## src/design/chk_sched_pkg.sv

```systemverilog
// Shared widths, seed, vector types, configuration and counter-control structs, state enum
`default_nettype none

package chk_sched_pkg;

  ////////////////////////////////////////
  // Widths and constants
  ////////////////////////////////////////

  // LFSR and both wait counters
  parameter int unsigned LfsrWidth = 40;
  // Software masks and check timeout
  parameter int unsigned PeriodWidth = 32;
  // Entropy word, only the low LfsrWidth bits feed the LFSR
  parameter int unsigned EdnDataWidth = 64;

  // Nonzero start value of the LFSR
  parameter logic [LfsrWidth-1:0] LfsrSeed = 40'h5a_c3e1_9b27;

  ////////////////////////////////////////
  // Types
  ////////////////////////////////////////

  typedef logic [LfsrWidth-1:0] lfsr_t;
  typedef logic [PeriodWidth-1:0] period_t;

  // Software configuration, expected stable while the timer runs
  typedef struct packed {
    // Zero disables the check timeout
    period_t timeout;
    // Zero disables periodic integrity checks
    period_t integ_msk;
    // Zero disables periodic consistency checks
    period_t cnsty_msk;
  } chk_cfg_t;

  // Per-counter control from the FSM
  typedef struct packed {
    // Draw a new wait period from the LFSR
    logic load_period;
    // Start the check timeout
    logic load_timeout;
    // Hold the count, honoured only by counters built with pause support
    logic pause;
  } cnt_ctrl_t;

  // Scheduler states
  typedef enum logic [2:0] {
    ResetSt,
    IdleSt,
    IntegWaitSt,
    CnstyWaitSt,
    ErrorSt
  } chk_state_e;

endpackage

`default_nettype wire

```

## src/design/lfsr_period_gen.sv

```systemverilog
// Reseed timer with entropy request/ack, and the entropy-fed 40-bit Galois LFSR
`timescale 1ns/1ps
`default_nettype none

module lfsr_period_gen #(
  parameter int unsigned ReseedWidth = 16
) (
  input  wire                                     clk_i,
  input  wire                                     rst_ni,
  input  wire                                     edn_ack_i,
  input  wire  [chk_sched_pkg::EdnDataWidth-1:0]  edn_data_i,
  input  wire                                     lfsr_step_i,
  output logic                                    edn_req_o,
  output chk_sched_pkg::lfsr_t                    lfsr_state_o
);

  // Taps of x^40 + x^38 + x^21 + x^19 + 1, right-shifting Galois form
  localparam chk_sched_pkg::lfsr_t LfsrTaps = 40'ha0_0014_0000;

  ////////////////////////////////////////
  // Reseed timer
  ////////////////////////////////////////

  logic [ReseedWidth-1:0] reseed_timer_d, reseed_timer_q;
  logic                   reseed_en;

  // Request stays up while the timer sits at zero
  assign edn_req_o = (reseed_timer_q == '0);
  assign reseed_en = edn_req_o & edn_ack_i;

  always_comb begin
    if (reseed_timer_q != '0) begin
      reseed_timer_d = reseed_timer_q - 1'b1;
    end else if (reseed_en) begin
      reseed_timer_d = {ReseedWidth{1'b1}};
    end else begin
      // Entropy source not ready yet, keep asking
      reseed_timer_d = '0;
    end
  end

  ////////////////////////////////////////
  // LFSR
  ////////////////////////////////////////

  chk_sched_pkg::lfsr_t lfsr_d, lfsr_q, lfsr_mixed, lfsr_next;

  // Fold in entropy only on a completed handshake
  assign lfsr_mixed = reseed_en ? (lfsr_q ^ edn_data_i[chk_sched_pkg::LfsrWidth-1:0]) : lfsr_q;

  // One Galois step, feedback from bit 0
  assign lfsr_next = (lfsr_mixed >> 1) ^ (lfsr_mixed[0] ? LfsrTaps : '0);

  always_comb begin
    lfsr_d = lfsr_q;
    if (reseed_en || lfsr_step_i) begin
      lfsr_d = lfsr_next;
      // Entropy may cancel the state, restart from the seed rather than lock up
      if (lfsr_next == '0) begin
        lfsr_d = chk_sched_pkg::LfsrSeed;
      end
    end
  end

  assign lfsr_state_o = lfsr_q;

  always_ff @(posedge clk_i or negedge rst_ni) begin
    if (!rst_ni) begin
      reseed_timer_q <= {ReseedWidth{1'b1}};
      lfsr_q         <= chk_sched_pkg::LfsrSeed;
    end else begin
      reseed_timer_q <= reseed_timer_d;
      lfsr_q         <= lfsr_d;
    end
  end

  // A served reseed restarts the full timer period
  a_reseed_drops_req: assert property (
    @(posedge clk_i) disable iff (!rst_ni)
    reseed_en |=> !edn_req_o
  );

endmodule

`default_nettype wire

```

## src/design/chk_wait_counter.sv

```systemverilog
// One 40-bit countdown counter loading a masked LFSR period or a timeout, optional pause
`timescale 1ns/1ps
`default_nettype none

module chk_wait_counter #(
  parameter bit PauseEn = 1'b0
) (
  input  wire                       clk_i,
  input  wire                       rst_ni,
  input  chk_sched_pkg::cnt_ctrl_t  ctrl_i,
  input  chk_sched_pkg::lfsr_t      lfsr_state_i,
  input  chk_sched_pkg::period_t    msk_i,
  input  chk_sched_pkg::period_t    timeout_i,
  output logic                      cnt_zero_o
);

  localparam int unsigned ExtBits = chk_sched_pkg::LfsrWidth - chk_sched_pkg::PeriodWidth;

  chk_sched_pkg::lfsr_t cnt_d, cnt_q;
  chk_sched_pkg::lfsr_t period_msk;

  // Software mask sits above eight always-set low bits
  assign period_msk = {msk_i, {ExtBits{1'b1}}};

  assign cnt_zero_o = (cnt_q == '0);

  always_comb begin
    if (ctrl_i.load_period) begin
      cnt_d = lfsr_state_i & period_msk;
    end else if (ctrl_i.load_timeout) begin
      cnt_d = chk_sched_pkg::LfsrWidth'(timeout_i);
    end else if (cnt_zero_o) begin
      // Expired, stay at zero
      cnt_d = '0;
    end else if (PauseEn && ctrl_i.pause) begin
      cnt_d = cnt_q;
    end else begin
      cnt_d = cnt_q - 1'b1;
    end
  end

  always_ff @(posedge clk_i or negedge rst_ni) begin
    if (!rst_ni) begin
      cnt_q <= '0;
    end else begin
      cnt_q <= cnt_d;
    end
  end

  // A counter serves either as period or as timeout, never both in one cycle
  a_single_load: assert property (
    @(posedge clk_i) disable iff (!rst_ni)
    !(ctrl_i.load_period && ctrl_i.load_timeout)
  );

endmodule

`default_nettype wire

```

## src/design/chk_req_tracker.sv

```systemverilog
// One-off trigger latch and per-partition request register for one check kind
`timescale 1ns/1ps
`default_nettype none

module chk_req_tracker #(
  parameter int unsigned NumPart = 4
) (
  input  wire                clk_i,
  input  wire                rst_ni,
  input  wire                trig_i,
  input  wire                clear_trig_i,
  input  wire                start_i,
  input  wire  [NumPart-1:0] ack_i,
  output logic               trig_pending_o,
  output logic               all_done_o,
  output logic [NumPart-1:0] req_o
);

  logic               trig_d, trig_q;
  logic [NumPart-1:0] req_d, req_q;

  ////////////////////////////////////////
  // Trigger latch
  ////////////////////////////////////////

  // A fresh pulse wins over a clear in the same cycle
  assign trig_d = (trig_q & ~clear_trig_i) | trig_i;

  ////////////////////////////////////////
  // Partition requests
  ////////////////////////////////////////

  // All bits set together, each dropped by its own ack
  // Acks on idle bits fall out of the AND
  assign req_d = start_i ? {NumPart{1'b1}} : (req_q & ~ack_i);

  assign trig_pending_o = trig_q;
  assign all_done_o     = (req_q == '0);
  assign req_o          = req_q;

  always_ff @(posedge clk_i or negedge rst_ni) begin
    if (!rst_ni) begin
      trig_q <= 1'b0;
      req_q  <= '0;
    end else begin
      trig_q <= trig_d;
      req_q  <= req_d;
    end
  end

  // New request bits only follow a start from the FSM
  a_req_needs_start: assert property (
    @(posedge clk_i) disable iff (!rst_ni)
    !start_i |=> ((req_o & ~$past(req_o)) == '0)
  );

endmodule

`default_nettype wire

```

## src/design/chk_sched_fsm.sv

```systemverilog
// Check scheduling FSM with counter control, trigger clears and the timeout flag
`timescale 1ns/1ps
`default_nettype none

module chk_sched_fsm (
  input  wire                       clk_i,
  input  wire                       rst_ni,
  input  wire                       timer_en_i,
  input  wire                       prog_busy_i,
  input  wire                       escalate_i,
  input  chk_sched_pkg::chk_cfg_t   cfg_i,
  input  wire                       integ_zero_i,
  input  wire                       cnsty_zero_i,
  input  wire                       integ_trig_pending_i,
  input  wire                       cnsty_trig_pending_i,
  input  wire                       integ_done_i,
  input  wire                       cnsty_done_i,
  output logic                      lfsr_step_o,
  output chk_sched_pkg::cnt_ctrl_t  integ_ctrl_o,
  output chk_sched_pkg::cnt_ctrl_t  cnsty_ctrl_o,
  output logic                      integ_start_o,
  output logic                      cnsty_start_o,
  output logic                      integ_clear_trig_o,
  output logic                      cnsty_clear_trig_o,
  output logic                      chk_pending_o,
  output logic                      chk_timeout_o,
  output logic                      fsm_err_o
);

  chk_sched_pkg::chk_state_e state_d, state_q;
  logic                      timeout_d, timeout_q;
  logic                      timeout_zero, integ_msk_zero, cnsty_msk_zero;

  // Disable conditions straight from the configuration
  assign timeout_zero   = (cfg_i.timeout == '0);
  assign integ_msk_zero = (cfg_i.integ_msk == '0);
  assign cnsty_msk_zero = (cfg_i.cnsty_msk == '0);

  ////////////////////////////////////////
  // Next state and controls
  ////////////////////////////////////////

  always_comb begin
    state_d            = state_q;
    timeout_d          = timeout_q;
    lfsr_step_o        = 1'b0;
    integ_ctrl_o       = '0;
    cnsty_ctrl_o       = '0;
    integ_start_o      = 1'b0;
    cnsty_start_o      = 1'b0;
    integ_clear_trig_o = 1'b0;
    cnsty_clear_trig_o = 1'b0;

    case (state_q)
      // Parked until software enables the timer and never re-entered
      chk_sched_pkg::ResetSt: begin
        if (timer_en_i) begin
          state_d     = chk_sched_pkg::IdleSt;
          lfsr_step_o = 1'b1;
        end
      end
      // Integrity first when both kinds are due
      chk_sched_pkg::IdleSt: begin
        if ((!integ_msk_zero && integ_zero_i) || integ_trig_pending_i) begin
          state_d                   = chk_sched_pkg::IntegWaitSt;
          integ_start_o             = 1'b1;
          integ_ctrl_o.load_timeout = 1'b1;
          integ_clear_trig_o        = integ_trig_pending_i;
        end else if ((!cnsty_msk_zero && cnsty_zero_i) || cnsty_trig_pending_i) begin
          state_d                   = chk_sched_pkg::CnstyWaitSt;
          cnsty_start_o             = 1'b1;
          cnsty_ctrl_o.load_timeout = 1'b1;
          cnsty_clear_trig_o        = cnsty_trig_pending_i;
        end
      end
      // Counter runs as timeout here
      chk_sched_pkg::IntegWaitSt: begin
        if (!timeout_zero && integ_zero_i) begin
          state_d   = chk_sched_pkg::ErrorSt;
          timeout_d = 1'b1;
        end else if (integ_done_i) begin
          // All partitions answered so draw the next period
          state_d                  = chk_sched_pkg::IdleSt;
          integ_ctrl_o.load_period = 1'b1;
          lfsr_step_o              = 1'b1;
        end
      end
      chk_sched_pkg::CnstyWaitSt: begin
        // Consistency reads compete with programming and stretch the timeout
        cnsty_ctrl_o.pause = prog_busy_i;
        if (!timeout_zero && cnsty_zero_i) begin
          state_d   = chk_sched_pkg::ErrorSt;
          timeout_d = 1'b1;
        end else if (cnsty_done_i) begin
          state_d                  = chk_sched_pkg::IdleSt;
          cnsty_ctrl_o.load_period = 1'b1;
          lfsr_step_o              = 1'b1;
        end
      end
      // Terminal state swallows any trigger that arrives
      chk_sched_pkg::ErrorSt: begin
        integ_clear_trig_o = 1'b1;
        cnsty_clear_trig_o = 1'b1;
      end
      default: begin
        state_d = chk_sched_pkg::ErrorSt;
      end
    endcase

    // Escalation overrides everything
    if (escalate_i) begin
      state_d = chk_sched_pkg::ErrorSt;
    end
  end

  ////////////////////////////////////////
  // Status outputs
  ////////////////////////////////////////

  assign chk_pending_o = integ_trig_pending_i || cnsty_trig_pending_i ||
                         (state_q == chk_sched_pkg::IntegWaitSt) ||
                         (state_q == chk_sched_pkg::CnstyWaitSt);
  assign chk_timeout_o = timeout_q;
  // Error state reached by escalation only
  assign fsm_err_o     = (state_q == chk_sched_pkg::ErrorSt) && !timeout_q;

  always_ff @(posedge clk_i or negedge rst_ni) begin
    if (!rst_ni) begin
      state_q   <= chk_sched_pkg::ResetSt;
      timeout_q <= 1'b0;
    end else begin
      state_q   <= state_d;
      timeout_q <= timeout_d;
    end
  end

  // Starts come from idle only after both trackers have seen every ack
  a_integ_start_idle: assert property (
    @(posedge clk_i) disable iff (!rst_ni)
    integ_start_o |-> (state_q == chk_sched_pkg::IdleSt) && integ_done_i && cnsty_done_i
  );
  a_cnsty_start_idle: assert property (
    @(posedge clk_i) disable iff (!rst_ni)
    cnsty_start_o |-> (state_q == chk_sched_pkg::IdleSt) && integ_done_i && cnsty_done_i
  );

endmodule

`default_nettype wire

```

## src/design/chk_sched_top.sv

```systemverilog
// Check scheduler top level with period generator, two wait counters, two trackers and the FSM
`timescale 1ns/1ps
`default_nettype none

module chk_sched_top #(
  parameter int unsigned NumPart     = 4,
  parameter int unsigned ReseedWidth = 16
) (
  input  wire                                     clk_i,
  input  wire                                     rst_ni,
  input  wire                                     edn_ack_i,
  input  wire  [chk_sched_pkg::EdnDataWidth-1:0]  edn_data_i,
  input  wire                                     timer_en_i,
  input  wire                                     prog_busy_i,
  input  wire                                     integ_trig_i,
  input  wire                                     cnsty_trig_i,
  input  wire                                     escalate_i,
  input  chk_sched_pkg::chk_cfg_t                 cfg_i,
  input  wire  [NumPart-1:0]                      integ_ack_i,
  input  wire  [NumPart-1:0]                      cnsty_ack_i,
  output logic                                    edn_req_o,
  output logic                                    chk_pending_o,
  output logic                                    chk_timeout_o,
  output logic                                    fsm_err_o,
  output logic [NumPart-1:0]                      integ_req_o,
  output logic [NumPart-1:0]                      cnsty_req_o
);

  ////////////////////////////////////////
  // Internal wiring
  ////////////////////////////////////////

  chk_sched_pkg::lfsr_t     lfsr_state;
  logic                     lfsr_step;
  chk_sched_pkg::cnt_ctrl_t integ_ctrl, cnsty_ctrl;
  logic                     integ_zero, cnsty_zero;
  logic                     integ_start, cnsty_start;
  logic                     integ_clear_trig, cnsty_clear_trig;
  logic                     integ_trig_pending, cnsty_trig_pending;
  logic                     integ_done, cnsty_done;

  // Random period source, reseeded from the entropy handshake
  lfsr_period_gen #(
    .ReseedWidth (ReseedWidth)
  ) u_period_gen (
    .clk_i        (clk_i),
    .rst_ni       (rst_ni),
    .edn_ack_i    (edn_ack_i),
    .edn_data_i   (edn_data_i),
    .lfsr_step_i  (lfsr_step),
    .edn_req_o    (edn_req_o),
    .lfsr_state_o (lfsr_state)
  );

  ////////////////////////////////////////
  // Wait counters
  ////////////////////////////////////////

  chk_wait_counter #(
    .PauseEn (1'b0)
  ) u_integ_cnt (
    .clk_i        (clk_i),
    .rst_ni       (rst_ni),
    .ctrl_i       (integ_ctrl),
    .lfsr_state_i (lfsr_state),
    .msk_i        (cfg_i.integ_msk),
    .timeout_i    (cfg_i.timeout),
    .cnt_zero_o   (integ_zero)
  );

  // Consistency timeout freezes during programming
  chk_wait_counter #(
    .PauseEn (1'b1)
  ) u_cnsty_cnt (
    .clk_i        (clk_i),
    .rst_ni       (rst_ni),
    .ctrl_i       (cnsty_ctrl),
    .lfsr_state_i (lfsr_state),
    .msk_i        (cfg_i.cnsty_msk),
    .timeout_i    (cfg_i.timeout),
    .cnt_zero_o   (cnsty_zero)
  );

  ////////////////////////////////////////
  // Request trackers
  ////////////////////////////////////////

  chk_req_tracker #(
    .NumPart (NumPart)
  ) u_integ_trk (
    .clk_i          (clk_i),
    .rst_ni         (rst_ni),
    .trig_i         (integ_trig_i),
    .clear_trig_i   (integ_clear_trig),
    .start_i        (integ_start),
    .ack_i          (integ_ack_i),
    .trig_pending_o (integ_trig_pending),
    .all_done_o     (integ_done),
    .req_o          (integ_req_o)
  );

  chk_req_tracker #(
    .NumPart (NumPart)
  ) u_cnsty_trk (
    .clk_i          (clk_i),
    .rst_ni         (rst_ni),
    .trig_i         (cnsty_trig_i),
    .clear_trig_i   (cnsty_clear_trig),
    .start_i        (cnsty_start),
    .ack_i          (cnsty_ack_i),
    .trig_pending_o (cnsty_trig_pending),
    .all_done_o     (cnsty_done),
    .req_o          (cnsty_req_o)
  );

  // Scheduler control
  chk_sched_fsm u_fsm (
    .clk_i                (clk_i),
    .rst_ni               (rst_ni),
    .timer_en_i           (timer_en_i),
    .prog_busy_i          (prog_busy_i),
    .escalate_i           (escalate_i),
    .cfg_i                (cfg_i),
    .integ_zero_i         (integ_zero),
    .cnsty_zero_i         (cnsty_zero),
    .integ_trig_pending_i (integ_trig_pending),
    .cnsty_trig_pending_i (cnsty_trig_pending),
    .integ_done_i         (integ_done),
    .cnsty_done_i         (cnsty_done),
    .lfsr_step_o          (lfsr_step),
    .integ_ctrl_o         (integ_ctrl),
    .cnsty_ctrl_o         (cnsty_ctrl),
    .integ_start_o        (integ_start),
    .cnsty_start_o        (cnsty_start),
    .integ_clear_trig_o   (integ_clear_trig),
    .cnsty_clear_trig_o   (cnsty_clear_trig),
    .chk_pending_o        (chk_pending_o),
    .chk_timeout_o        (chk_timeout_o),
    .fsm_err_o            (fsm_err_o)
  );

endmodule

`default_nettype wire

```

## config.mk

```make
export PLATFORM = sky130hd
export DESIGN_NAME = chk_sched_top
export DESIGN_NICKNAME = d
export VERILOG_FILES = /design/src/design/chk_sched_pkg.sv /design/src/design/lfsr_period_gen.sv /design/src/design/chk_wait_counter.sv /design/src/design/chk_req_tracker.sv /design/src/design/chk_sched_fsm.sv /design/src/design/chk_sched_top.sv
export SDC_FILE = /design/constraint.sdc
export NUM_CORES = 1
export LEC_CHECK = 0
export BUFFER_PORTS_ARGS = -buffer_cell sky130_fd_sc_hd__clkbuf_2
export CAP_MARGIN = 5
export CORE_MARGIN = 2
export CORE_UTILIZATION = 25
export CTS_CLUSTER_DIAMETER = 30
export DETAILED_ROUTE_END_ITERATION = 12
export PLACE_DENSITY = 0.47
export RECOVER_POWER = 25
export SYNTH_ARGS = -nofsm -noshare
export SYNTH_HDL_FRONTEND = slang
export SYNTH_HIERARCHICAL = 1
export SYNTH_SLANG_ARGS = --single-unit
```

## constraint.sdc

```tcl
create_clock -name clk_i -period 3.9 [get_ports clk_i]
set_clock_uncertainty 0.15 [all_clocks]
set_input_delay 0.39 -clock clk_i [delete_from_list [all_inputs] [get_ports clk_i]]
set_output_delay 0.39 -clock clk_i [all_outputs]
set_load 0.02 [all_outputs]
```

# After elaboration in Yosys (flattened, before gate mapping)
# Cells that the tools add are included.
dict set report totals {
  regBits 150
  inputBits 176
  out_inout_bits 12
  wordCells 114
}
dict set report op_classes {
  add_sub_neg 3
  n_eq_ne 12
  muxes 45
  n_bitwise 15
  reduce_logical 29
}
# operator n
set op_table {}
lappend op_table {{40-bit two-way mux} 10}
lappend op_table {{40-bit logical NOT} 3}
lappend op_table {{32-bit logical NOT} 3}
lappend op_table {{40-bit bitwise AND} 2}
lappend op_table {{40-bit by 1-bit subtractor with 40-bit output, second input constant} 2}
lappend op_table {{39-bit by 40-bit XOR with 40-bit output} 1}
lappend op_table {{40-bit XOR} 1}
lappend op_table {{16-bit two-way mux} 2}
lappend op_table {{3-bit two-way mux} 8}
lappend op_table {{1-bit two-way mux} 18}
lappend op_table {{16-bit logical NOT} 1}
lappend op_table {{16-bit nonzero test} 1}
lappend op_table {{16-bit by 1-bit subtractor with 16-bit output, second input constant} 1}
lappend op_table {{3-bit one-hot mux with 5 select lines} 1}
lappend op_table {{4-bit bitwise AND} 2}
lappend op_table {{4-bit logical NOT} 2}
lappend op_table {{4-bit two-way mux} 2}
lappend op_table {{4-bit by 3-bit != test with 1-bit output, second input constant} 2}
lappend op_table {{4-bit inverter} 2}
lappend op_table {{3-bit by 2-bit == test with 1-bit output, second input constant} 2}
lappend op_table {{1-bit logical OR} 6}
lappend op_table {{1-bit one-hot mux with 2 select lines} 3}
lappend op_table {{1-bit logical AND} 5}
lappend op_table {{5-bit AND reduction} 1}
lappend op_table {{15 further kinds} 23}

# Longest topological paths before layout
# Gate-level depths: netlist of the first run.
dict set report depth {
  depth_word 10
  mapped_depth 16
  mapped_depth_nobuf 14
}

# Modules after synthesis
# The synthesis of the first run kept the hierarchy.
# mod instances cells_each area_each_um2 seq_area_each_um2
set by_module_without_submodules {}
lappend by_module_without_submodules {lfsr_period_gen 1 494 3975.1 1447.6}
lappend by_module_without_submodules {{chk_wait_counter (u_cnsty_cnt)} 1 362 3010.4 1001.0}
lappend by_module_without_submodules {{chk_wait_counter (u_integ_cnt)} 1 269 2606.2 1001.0}
lappend by_module_without_submodules {chk_sched_fsm 1 89 634.4 100.1}
lappend by_module_without_submodules {chk_req_tracker 2 16 195.2 125.1}

# Least setup slack after synthesis of the first run
# Ideal clock, no wire load.
dict set report synth_path {
  path_kind {register to register}
  startpoint {register u_integ_cnt.cnt_q[8]}
  endpoint {register u_period_gen.lfsr_q[18] (netlist: u_period_gen/lfsr_state_o[18])}
  setup_time_ps 121
  arrival_time_ps 3696
  required_time_ps 3629
  path_slack_ps -67
  path_stages_with_launch 15
  path_buffers 3
  period_less_slack_ps 3967
  path_cell_list {dfrtp_1 -> or3_1 -> buf_2 -> or4_4 -> or2_2 -> nor4_1 -> o21ai_0 -> and3_1 -> or3_1 -> nand2_1 -> clkbuf_1 -> clkbuf_1 -> o21ai_0 -> a32oi_1 -> nand2_1}
}
dict set report synth_via {
  elab_chain_len 5
}
# element line_no
set synth_lines {}
lappend synth_lines {{from (decl)} chk_wait_counter.sv:19} ;# chk_sched_pkg::lfsr_t cnt_d, cnt_q;
lappend synth_lines {{from (signal assigned)} chk_wait_counter.sv:46} ;# cnt_q <= cnt_d;
lappend synth_lines {{40-bit logical NOT} chk_wait_counter.sv:25} ;# assign cnt_zero_o = (cnt_q == '0);
lappend synth_lines {{named net integ_zero} chk_sched_top.sv:36} ;# logic integ_zero, cnsty_zero;
lappend synth_lines {{1-bit logical AND} chk_sched_fsm.sv:78} ;# if (!timeout_zero && integ_zero_i) begin
lappend synth_lines {{1-bit two-way mux} chk_sched_fsm.sv:78}
lappend synth_lines {{1-bit one-hot mux with 3 select lines} chk_sched_fsm.sv:54} ;# case (state_q)
lappend synth_lines {{named net lfsr_step} chk_sched_top.sv:34} ;# logic lfsr_step;
lappend synth_lines {{1-bit logical OR} lfsr_period_gen.sv:56} ;# if (reseed_en || lfsr_step_i) begin
lappend synth_lines {{to (signal assigned)} lfsr_period_gen.sv:70} ;# lfsr_q <= chk_sched_pkg::LfsrSeed;
lappend synth_lines {{to (signal assigned)} lfsr_period_gen.sv:73} ;# lfsr_q <= lfsr_d;
lappend synth_lines {{to (decl)} lfsr_period_gen.sv:46} ;# chk_sched_pkg::lfsr_t lfsr_d, lfsr_q, lfsr_mixed, lfsr_next;
# The timed path passes the listed nets, and every way through them passes these cells.
# A chain may end at the register's enable or synchronous reset.

# Worst setup path in the final report of the first run
dict set report layout_path {
  startpoint {register u_integ_cnt.cnt_q[16]}
  endpoint {register u_cnsty_cnt.cnt_q[24]}
}
dict set report layout_via {
  elab_chain_len 7
  word_cells_on_any_way 8
  cone_classes {eq/ne (1); mux (4); reduce/logical (3)}
}
# element line_no
set layout_lines {}
lappend layout_lines {{40-bit logical NOT (*)} chk_wait_counter.sv:25}
lappend layout_lines {{named net integ_zero} chk_sched_top.sv:36}
lappend layout_lines {{1-bit logical AND (*)} chk_sched_fsm.sv:64} ;# if ((!integ_msk_zero && integ_zero_i) || integ_trig_pending_i) begin
lappend layout_lines {{1-bit logical OR (*)} chk_sched_fsm.sv:64}
lappend layout_lines {{1-bit two-way mux (*) (2 in a row)} n/a}
lappend layout_lines {{named net cnsty_start} chk_sched_top.sv:37} ;# logic integ_start, cnsty_start;
lappend layout_lines {{40-bit two-way mux} chk_wait_counter.sv:30} ;# end else if (ctrl_i.load_timeout) begin
lappend layout_lines {{40-bit two-way mux} chk_wait_counter.sv:28} ;# if (ctrl_i.load_period) begin
lappend layout_lines {{to (signal assigned)} chk_wait_counter.sv:46}
lappend layout_lines {{to (decl)} chk_wait_counter.sv:19}
# Mark *: on every way through the listed nets, which the timed path passes. The rest lies on a longest branch.

==> run summary, run 1 <==
Cell row count -> 75
Req. time, crit path -> 4080 ps
Worst Max-Slew Pin Slew -> 2349 ps
Post-Syn Area per Cell -> 8.525 µm²
Clk buf depth -> 2
CTS tree -> done
Largest net degree at the start of global routing -> 84
Worst setup EP type -> register
Clock Pin Slew Worst Setup and Hold Paths -> 70 ps
Nets -> 1,622
# DRC -> 0
Setup violators final -> 0
Slew Limit Fails -> 83
CP max stage delay -> 550 ps
Ys Warns -> 6
Arrival @ worst endpoint -> 3980 ps
Congestion Overflow GR -> 0
Setup ws final -> 94.49 ps
Final core utilization -> 31.53%
Worst path bufs/invs -> 3
Crit path kind -> register to register
Avg WL per Cell -> 22.83 µm
Number of max-cap violations -> 1
Worst Setup SP -> u_integ_cnt/cnt_q[16]$_DFF_PN0_
DIE AREA -> 44,080 µm²
FMAX -> 0.2628 GHz
I/O pins -> 188
I/O Buffers -> 163
Hold Path Class -> input pin to register
HPWL after DPL -> 34,170 µm
Reg2Reg Capture Point -> u_cnsty_cnt/cnt_q[24]$_DFFE_PN0P_
Initial antenna violation count -> 0
Outcome -> complete, but fails checks
Routed vias -> 11,120
Worst r2r src -> u_integ_cnt/cnt_q[16]$_DFF_PN0_
CTS Sinks -> 150
Crit share post-route -> 97.58%
Pwr per Cell Area -> 311.2 nW/µm²
Core Region -> 41,950 µm²
Die width -> 210.0 µm
First-pass GRT wire length -> 67,760 µm
Hold Path Depth -> 3
CP max-delay cell -> or4_4
Total Wirelength -> 45,500 µm
Worst slew margin -> -56.59%
Mapped Area -> 10,610 µm²
1st-iter DRT viols -> 998
Number of H-tree levels -> 4
Reg-to-reg setup timing slack -> 90 ps
Hold_sp -> cnsty_ack_i[2]
Period minus WS final -> 3806 ps
Area Overhead vs Synth -> 24.69%
GP Congestion -> 0.8835
Synth Instances -> 1,244
Setup WS pre-CTS -> -2.472 ps
DR pass1 iterations -> 7
Most frequent cells in the layout -> clkbuf_2, dfrtp_1, o21ai_0, nor2_1, nand2_1
GRT Util Overall -> 20.42%
Hold Violations, Final -> 0
Syn nets -> 1,425
CP Launch Type -> register
Leading cell type in the layout, fill and taps excluded -> clkbuf_2
N_diodes -> 0
Min-Delay Endpoint -> u_cnsty_trk/req_o[2]$_DFF_PN0_
Worst-path maximum fanout -> 23
Antenna-violating nets left -> 0
Failing checks -> max-capacitance violations, max-slew violations
Starting Density -> 25.28%
Vias in the first global route -> 10,730
Placed insts -> 1,955
R2R cell count -> 15
Total CTS buffers -> 17
Chip height -> 210.0 µm
Clock root buffer -> clkbuf_16
Worst-Skew Late Latency -> 440 ps
Final Instance Count excl. Fillers -> 1,993
Largest delay share family, worst path -> simple AND/OR/NAND/NOR gates
Leak -> 5.142 nW
Drt via density -> 5.580
VDD IR max -> 0.0003010 V
Worst-path cell chain -> or3_4 -> or4_4 -> or2_2 -> nor4_2 -> buf_4 -> o21a_4 -> or3_4 -> and2b_2 -> inv_1 -> nor2_1 -> buf_12 -> a32o_1 -> a21oi_1 -> nor2_1 -> o22a_1
Share of layout cells above drive strength 1 -> 27.03%
sequential cells by signal (all words and copies together), names as in the netlist:
register / flops
u_period_gen/lfsr_state_o: 40
u_cnsty_trk/req_o: 4
u_integ_trk/req_o: 4
u_cnsty_trk/trig_pending_o: 1
u_cnsty_cnt/cnt_q: 40
u_fsm/chk_timeout_o: 1
u_fsm/state_q: 3
u_integ_cnt/cnt_q: 40
u_integ_trk/trig_pending_o: 1
u_period_gen/reseed_timer_q: 16
where the power goes:
part           total (mW)  internal (mW)  switching (mW)
logic               0.419          0.176           0.243
clock network        1.88           1.17           0.707
registers            1.82           1.67           0.150
total                4.12           3.02            1.10
per-layer routing:
layer / vias up / track usage, % / wire length (µm)
met5: - / 0 / 0
met3: 42 / 5.021 / 3774
met2: 497 / 31.40 / 19960
met4: 0 / 3.766 / 610
li1: 5092 / - / -
met1: 5489 / 29.19 / 21160
how the worst max path moves through the flow:
stage,endpoint,slack [ps],cells after the start
after floorplan,u_period_gen/lfsr_state_o[18]$_DFFE_PN0P_,70,14
after global placement,u_cnsty_cnt/cnt_q[23]$_DFFE_PN0P_,10,14
after detailed placement,u_cnsty_cnt/cnt_q[23]$_DFFE_PN0P_,-2,14
after CTS,u_cnsty_cnt/cnt_q[24]$_DFFE_PN0P_,40,15
after global routing,u_period_gen/lfsr_state_o[36]$_DFFE_PN1P_,-8,14
final,u_cnsty_cnt/cnt_q[24]$_DFFE_PN0P_,90,15
cell type report:
cell class	count	area (µm²)
tap	539	674.4
multi-input combinational	961	6282
fill	4431	28720
clock buffer	23	467.9
sequential	150	3800
clock inverter	9	173.9
inverter	63	236.5
timing repair buffer	248	1589
tightest hold or removal path: stages:
cell      delay [ps]
clkbuf_2          80
inv_1             40
a21o_1           100
per-stage QoR:
step           power (mW)  hold WS, ps  TNS [ps]  cell area [µm²]
2_1_floorplan       1.957       -55.59         0            10610
3_3_place_gp        2.253        325.6         0            12470
3_5_place_dp        2.255        323.3    -2.472            12470
4_1_cts             4.166        15.76         0            13140
5_1_grt             4.278        26.48    -22.34            13220
6_report            4.116        46.32         0            13220
repair_timing:
item | CTS | global route
gates cloned | 0 | 2
pin swaps | 0 | 0
endpoints found under the hold margin | 49 | 0
resized for setup | 1 | 14
hold buffers | 3 | 0
setup endpoints to repair | 5 | 67
setup buffers | 0 | 1
Power figures use the tool's default switching activity.
==> inputs of run 2 (changes only) <==
CORE_ASPECT_RATIO = 0.5   (was unset)
==> run 2 against run 1 <==
Compared with the run above:
- die area rose by 0.23%
- combinational power decreased by 3%
- first-iteration DRC count rose by 1.7%
- largest power group is now registers
- sequential share of layout area is 0.15 points lower
- critical path type unchanged
- the run still ends with max-capacitance violations, max-slew violations left
- clock power fell by 5%
==> run summary, run 2 (synthesis results as in run 1) <==
Clk buf depth -> 2
Setup ws final -> 115.3 ps
RSZ-0062 raised after global routing -> no
DR pass1 iterations -> 8
Chip height -> 149.6 µm
First-pass GRT wire length -> 66,530 µm
FMAX -> 0.2642 GHz
Setup violators final -> 0
Worst r2r src -> u_integ_cnt/cnt_q[16]$_DFF_PN0_
Failing checks -> max-capacitance violations, max-slew violations
GRT Util Overall -> 20.22%
Setup_tns -> 0 ps
Req. time, crit path -> 4080 ps
Clock Pin Slew Worst Setup and Hold Paths -> 60 ps
Congestion Overflow GR -> 0
Total CTS buffers -> 17
R2R cell count -> 15
VDD IR max -> 0.0003276 V
Worst-path maximum fanout -> 23
Hold_sp -> cnsty_ack_i[2]
Hold Violations, Final -> 0
Core Region -> 41,910 µm²
Register area -> 3800 µm²
HPWL after DPL -> 33,920 µm
GP Congestion -> 0.9261
Period minus WS final -> 3785 ps
Leak -> 5.156 nW
Footprint of the multi-input gates -> 6281 µm²
Drt via density -> 5.365
Routed vias -> 10,940
CP Launch Type -> register
Worst-Skew Late Latency -> 450 ps
1st-iter DRT viols -> 1,015
Initial antenna violation count -> 2
Worst hold slack -> 43.52 ps
Arrival @ worst endpoint -> 3970 ps
Reg-to-reg setup timing slack -> 120 ps
Nets -> 1,629
Worst Max-Slew Pin Slew -> 2318 ps
Setup WS pre-CTS -> 2.239 ps
CTS Sinks -> 150
Pwr per Cell Area -> 302.1 nW/µm²
Outcome -> complete, but fails checks
Reg2Reg Capture Point -> u_cnsty_cnt/cnt_q[24]$_DFFE_PN0P_
Vias in the first global route -> 10,510
CTS tree -> done
Clock root buffer -> clkbuf_16
Crit path kind -> register to register
Antenna-violating nets left -> 0
Hold Path Class -> input pin to register
Number of max-cap violations -> 1
Area Overhead vs Synth -> 25.35%
Number of H-tree levels -> 4
DIE AREA -> 44,190 µm²
Die width -> 295.3 µm
Min-Delay Endpoint -> u_cnsty_trk/req_o[2]$_DFF_PN0_
Worst setup EP type -> register
Most frequent cells in the layout -> clkbuf_2, dfrtp_1, o21ai_0, nor2_1, a21oi_1
Fillers -> 4,491
I/O Buffers -> 163
Total Wirelength -> 44,310 µm
Worst slew margin -> -54.53%
Slew Limit Fails -> 39
Starting Density -> 25.30%
# DRC -> 0
Leading cell type in the layout, fill and taps excluded -> clkbuf_2
Avg WL per Cell -> 21.73 µm
Crit share post-route -> 97.04%
Share of layout cells above drive strength 1 -> 27.24%
I/O pins -> 188
Hold Path Depth -> 3
Cell row count -> 53
Largest net degree at the start of global routing -> 55
==> run 2: layer usage <==
| metal | track usage (%) | wire length [µm] |
|---|---|---|
| met1 | 27.15 | 19890 |
| met2 | 32.83 | 20530 |
| met3 | 3.639 | 2512 |
| met4 | 6.802 | 1385 |
| met5 | 0 | 0 |
==> run 2: cell type report <==
class                   count  area share [%]
clock buffers              27           4.358
clock inverters             5          0.3953
inverters                  63           1.779
diodes                      1         0.01882
well taps                 577           5.431
flip-flops and latches    150           28.58
multi-input cells         961           47.25
repair buffers            255           12.19
==> run 2: worst max path at each step <==
stage | from | endpoint | slack, ps
final | u_integ_cnt/cnt_q[16]$_DFF_PN0_ | u_cnsty_cnt/cnt_q[24]$_DFFE_PN0P_ | 120
after floorplan | u_integ_cnt/cnt_q[8]$_DFF_PN0_ | u_period_gen/lfsr_state_o[18]$_DFFE_PN0P_ | 70
after detailed placement | u_integ_cnt/cnt_q[16]$_DFF_PN0_ | u_period_gen/lfsr_state_o[31]$_DFFE_PN1P_ | 2
after global placement | u_integ_cnt/cnt_q[16]$_DFF_PN0_ | u_period_gen/lfsr_state_o[12]$_DFFE_PN1P_ | 20
after CTS | u_integ_cnt/cnt_q[16]$_DFF_PN0_ | u_cnsty_cnt/cnt_q[30]$_DFFE_PN0P_ | 20
after global routing | u_integ_cnt/cnt_q[16]$_DFF_PN0_ | u_cnsty_cnt/cnt_q[26]$_DFFE_PN0P_ | 9
==> run 2: metrics by stage <==
stage | utilization [%] | area, µm² | power (mW) | cells
after floorplan | - | 10610 | 1.957 | 1244
after global placement | 30.03 | 12590 | 2.249 | 2001
after detailed placement | 30.03 | 12590 | 2.250 | 2001
after CTS | 31.62 | 13250 | 4.059 | 2036
after global routing | 31.71 | 13290 | 4.183 | 2038
final | 31.72 | 13290 | 4.016 | 2039
==> run 2: where the power goes <==
part | switching [mW] | internal, mW | leakage [nW]
logic | 0.229 | 0.177 | 3.25
clock network | 0.705 | 1.09 | 0.309
registers | 0.149 | 1.67 | 1.60
total | 1.08 | 2.93 | 5.16
==> run 2: worst max-delay path: stages, from the launching register on <==
cell and delay, ps:
dfrtp_1 390, or3_4 400, or4_4 550, or2_2 310, nor4_2 140, buf_4 200
o21a_1 190, or3_4 140, and2b_4 220, inv_1 90, nor2_1 80, buf_12 180
a32o_1 250, a21oi_1 140, nor2_1 60, o22a_1 190
==> run 2: repair_timing <==
item                                    in CTS  in global routing
gates resized for setup                      1                 11
hold buffers                                 3                  0
pin swaps                                    0                  1
cloned                                       0                  0
endpoints found under the setup margin       5                 67
hold endpoints to repair                    17                  0
setup buffers                                0                  2
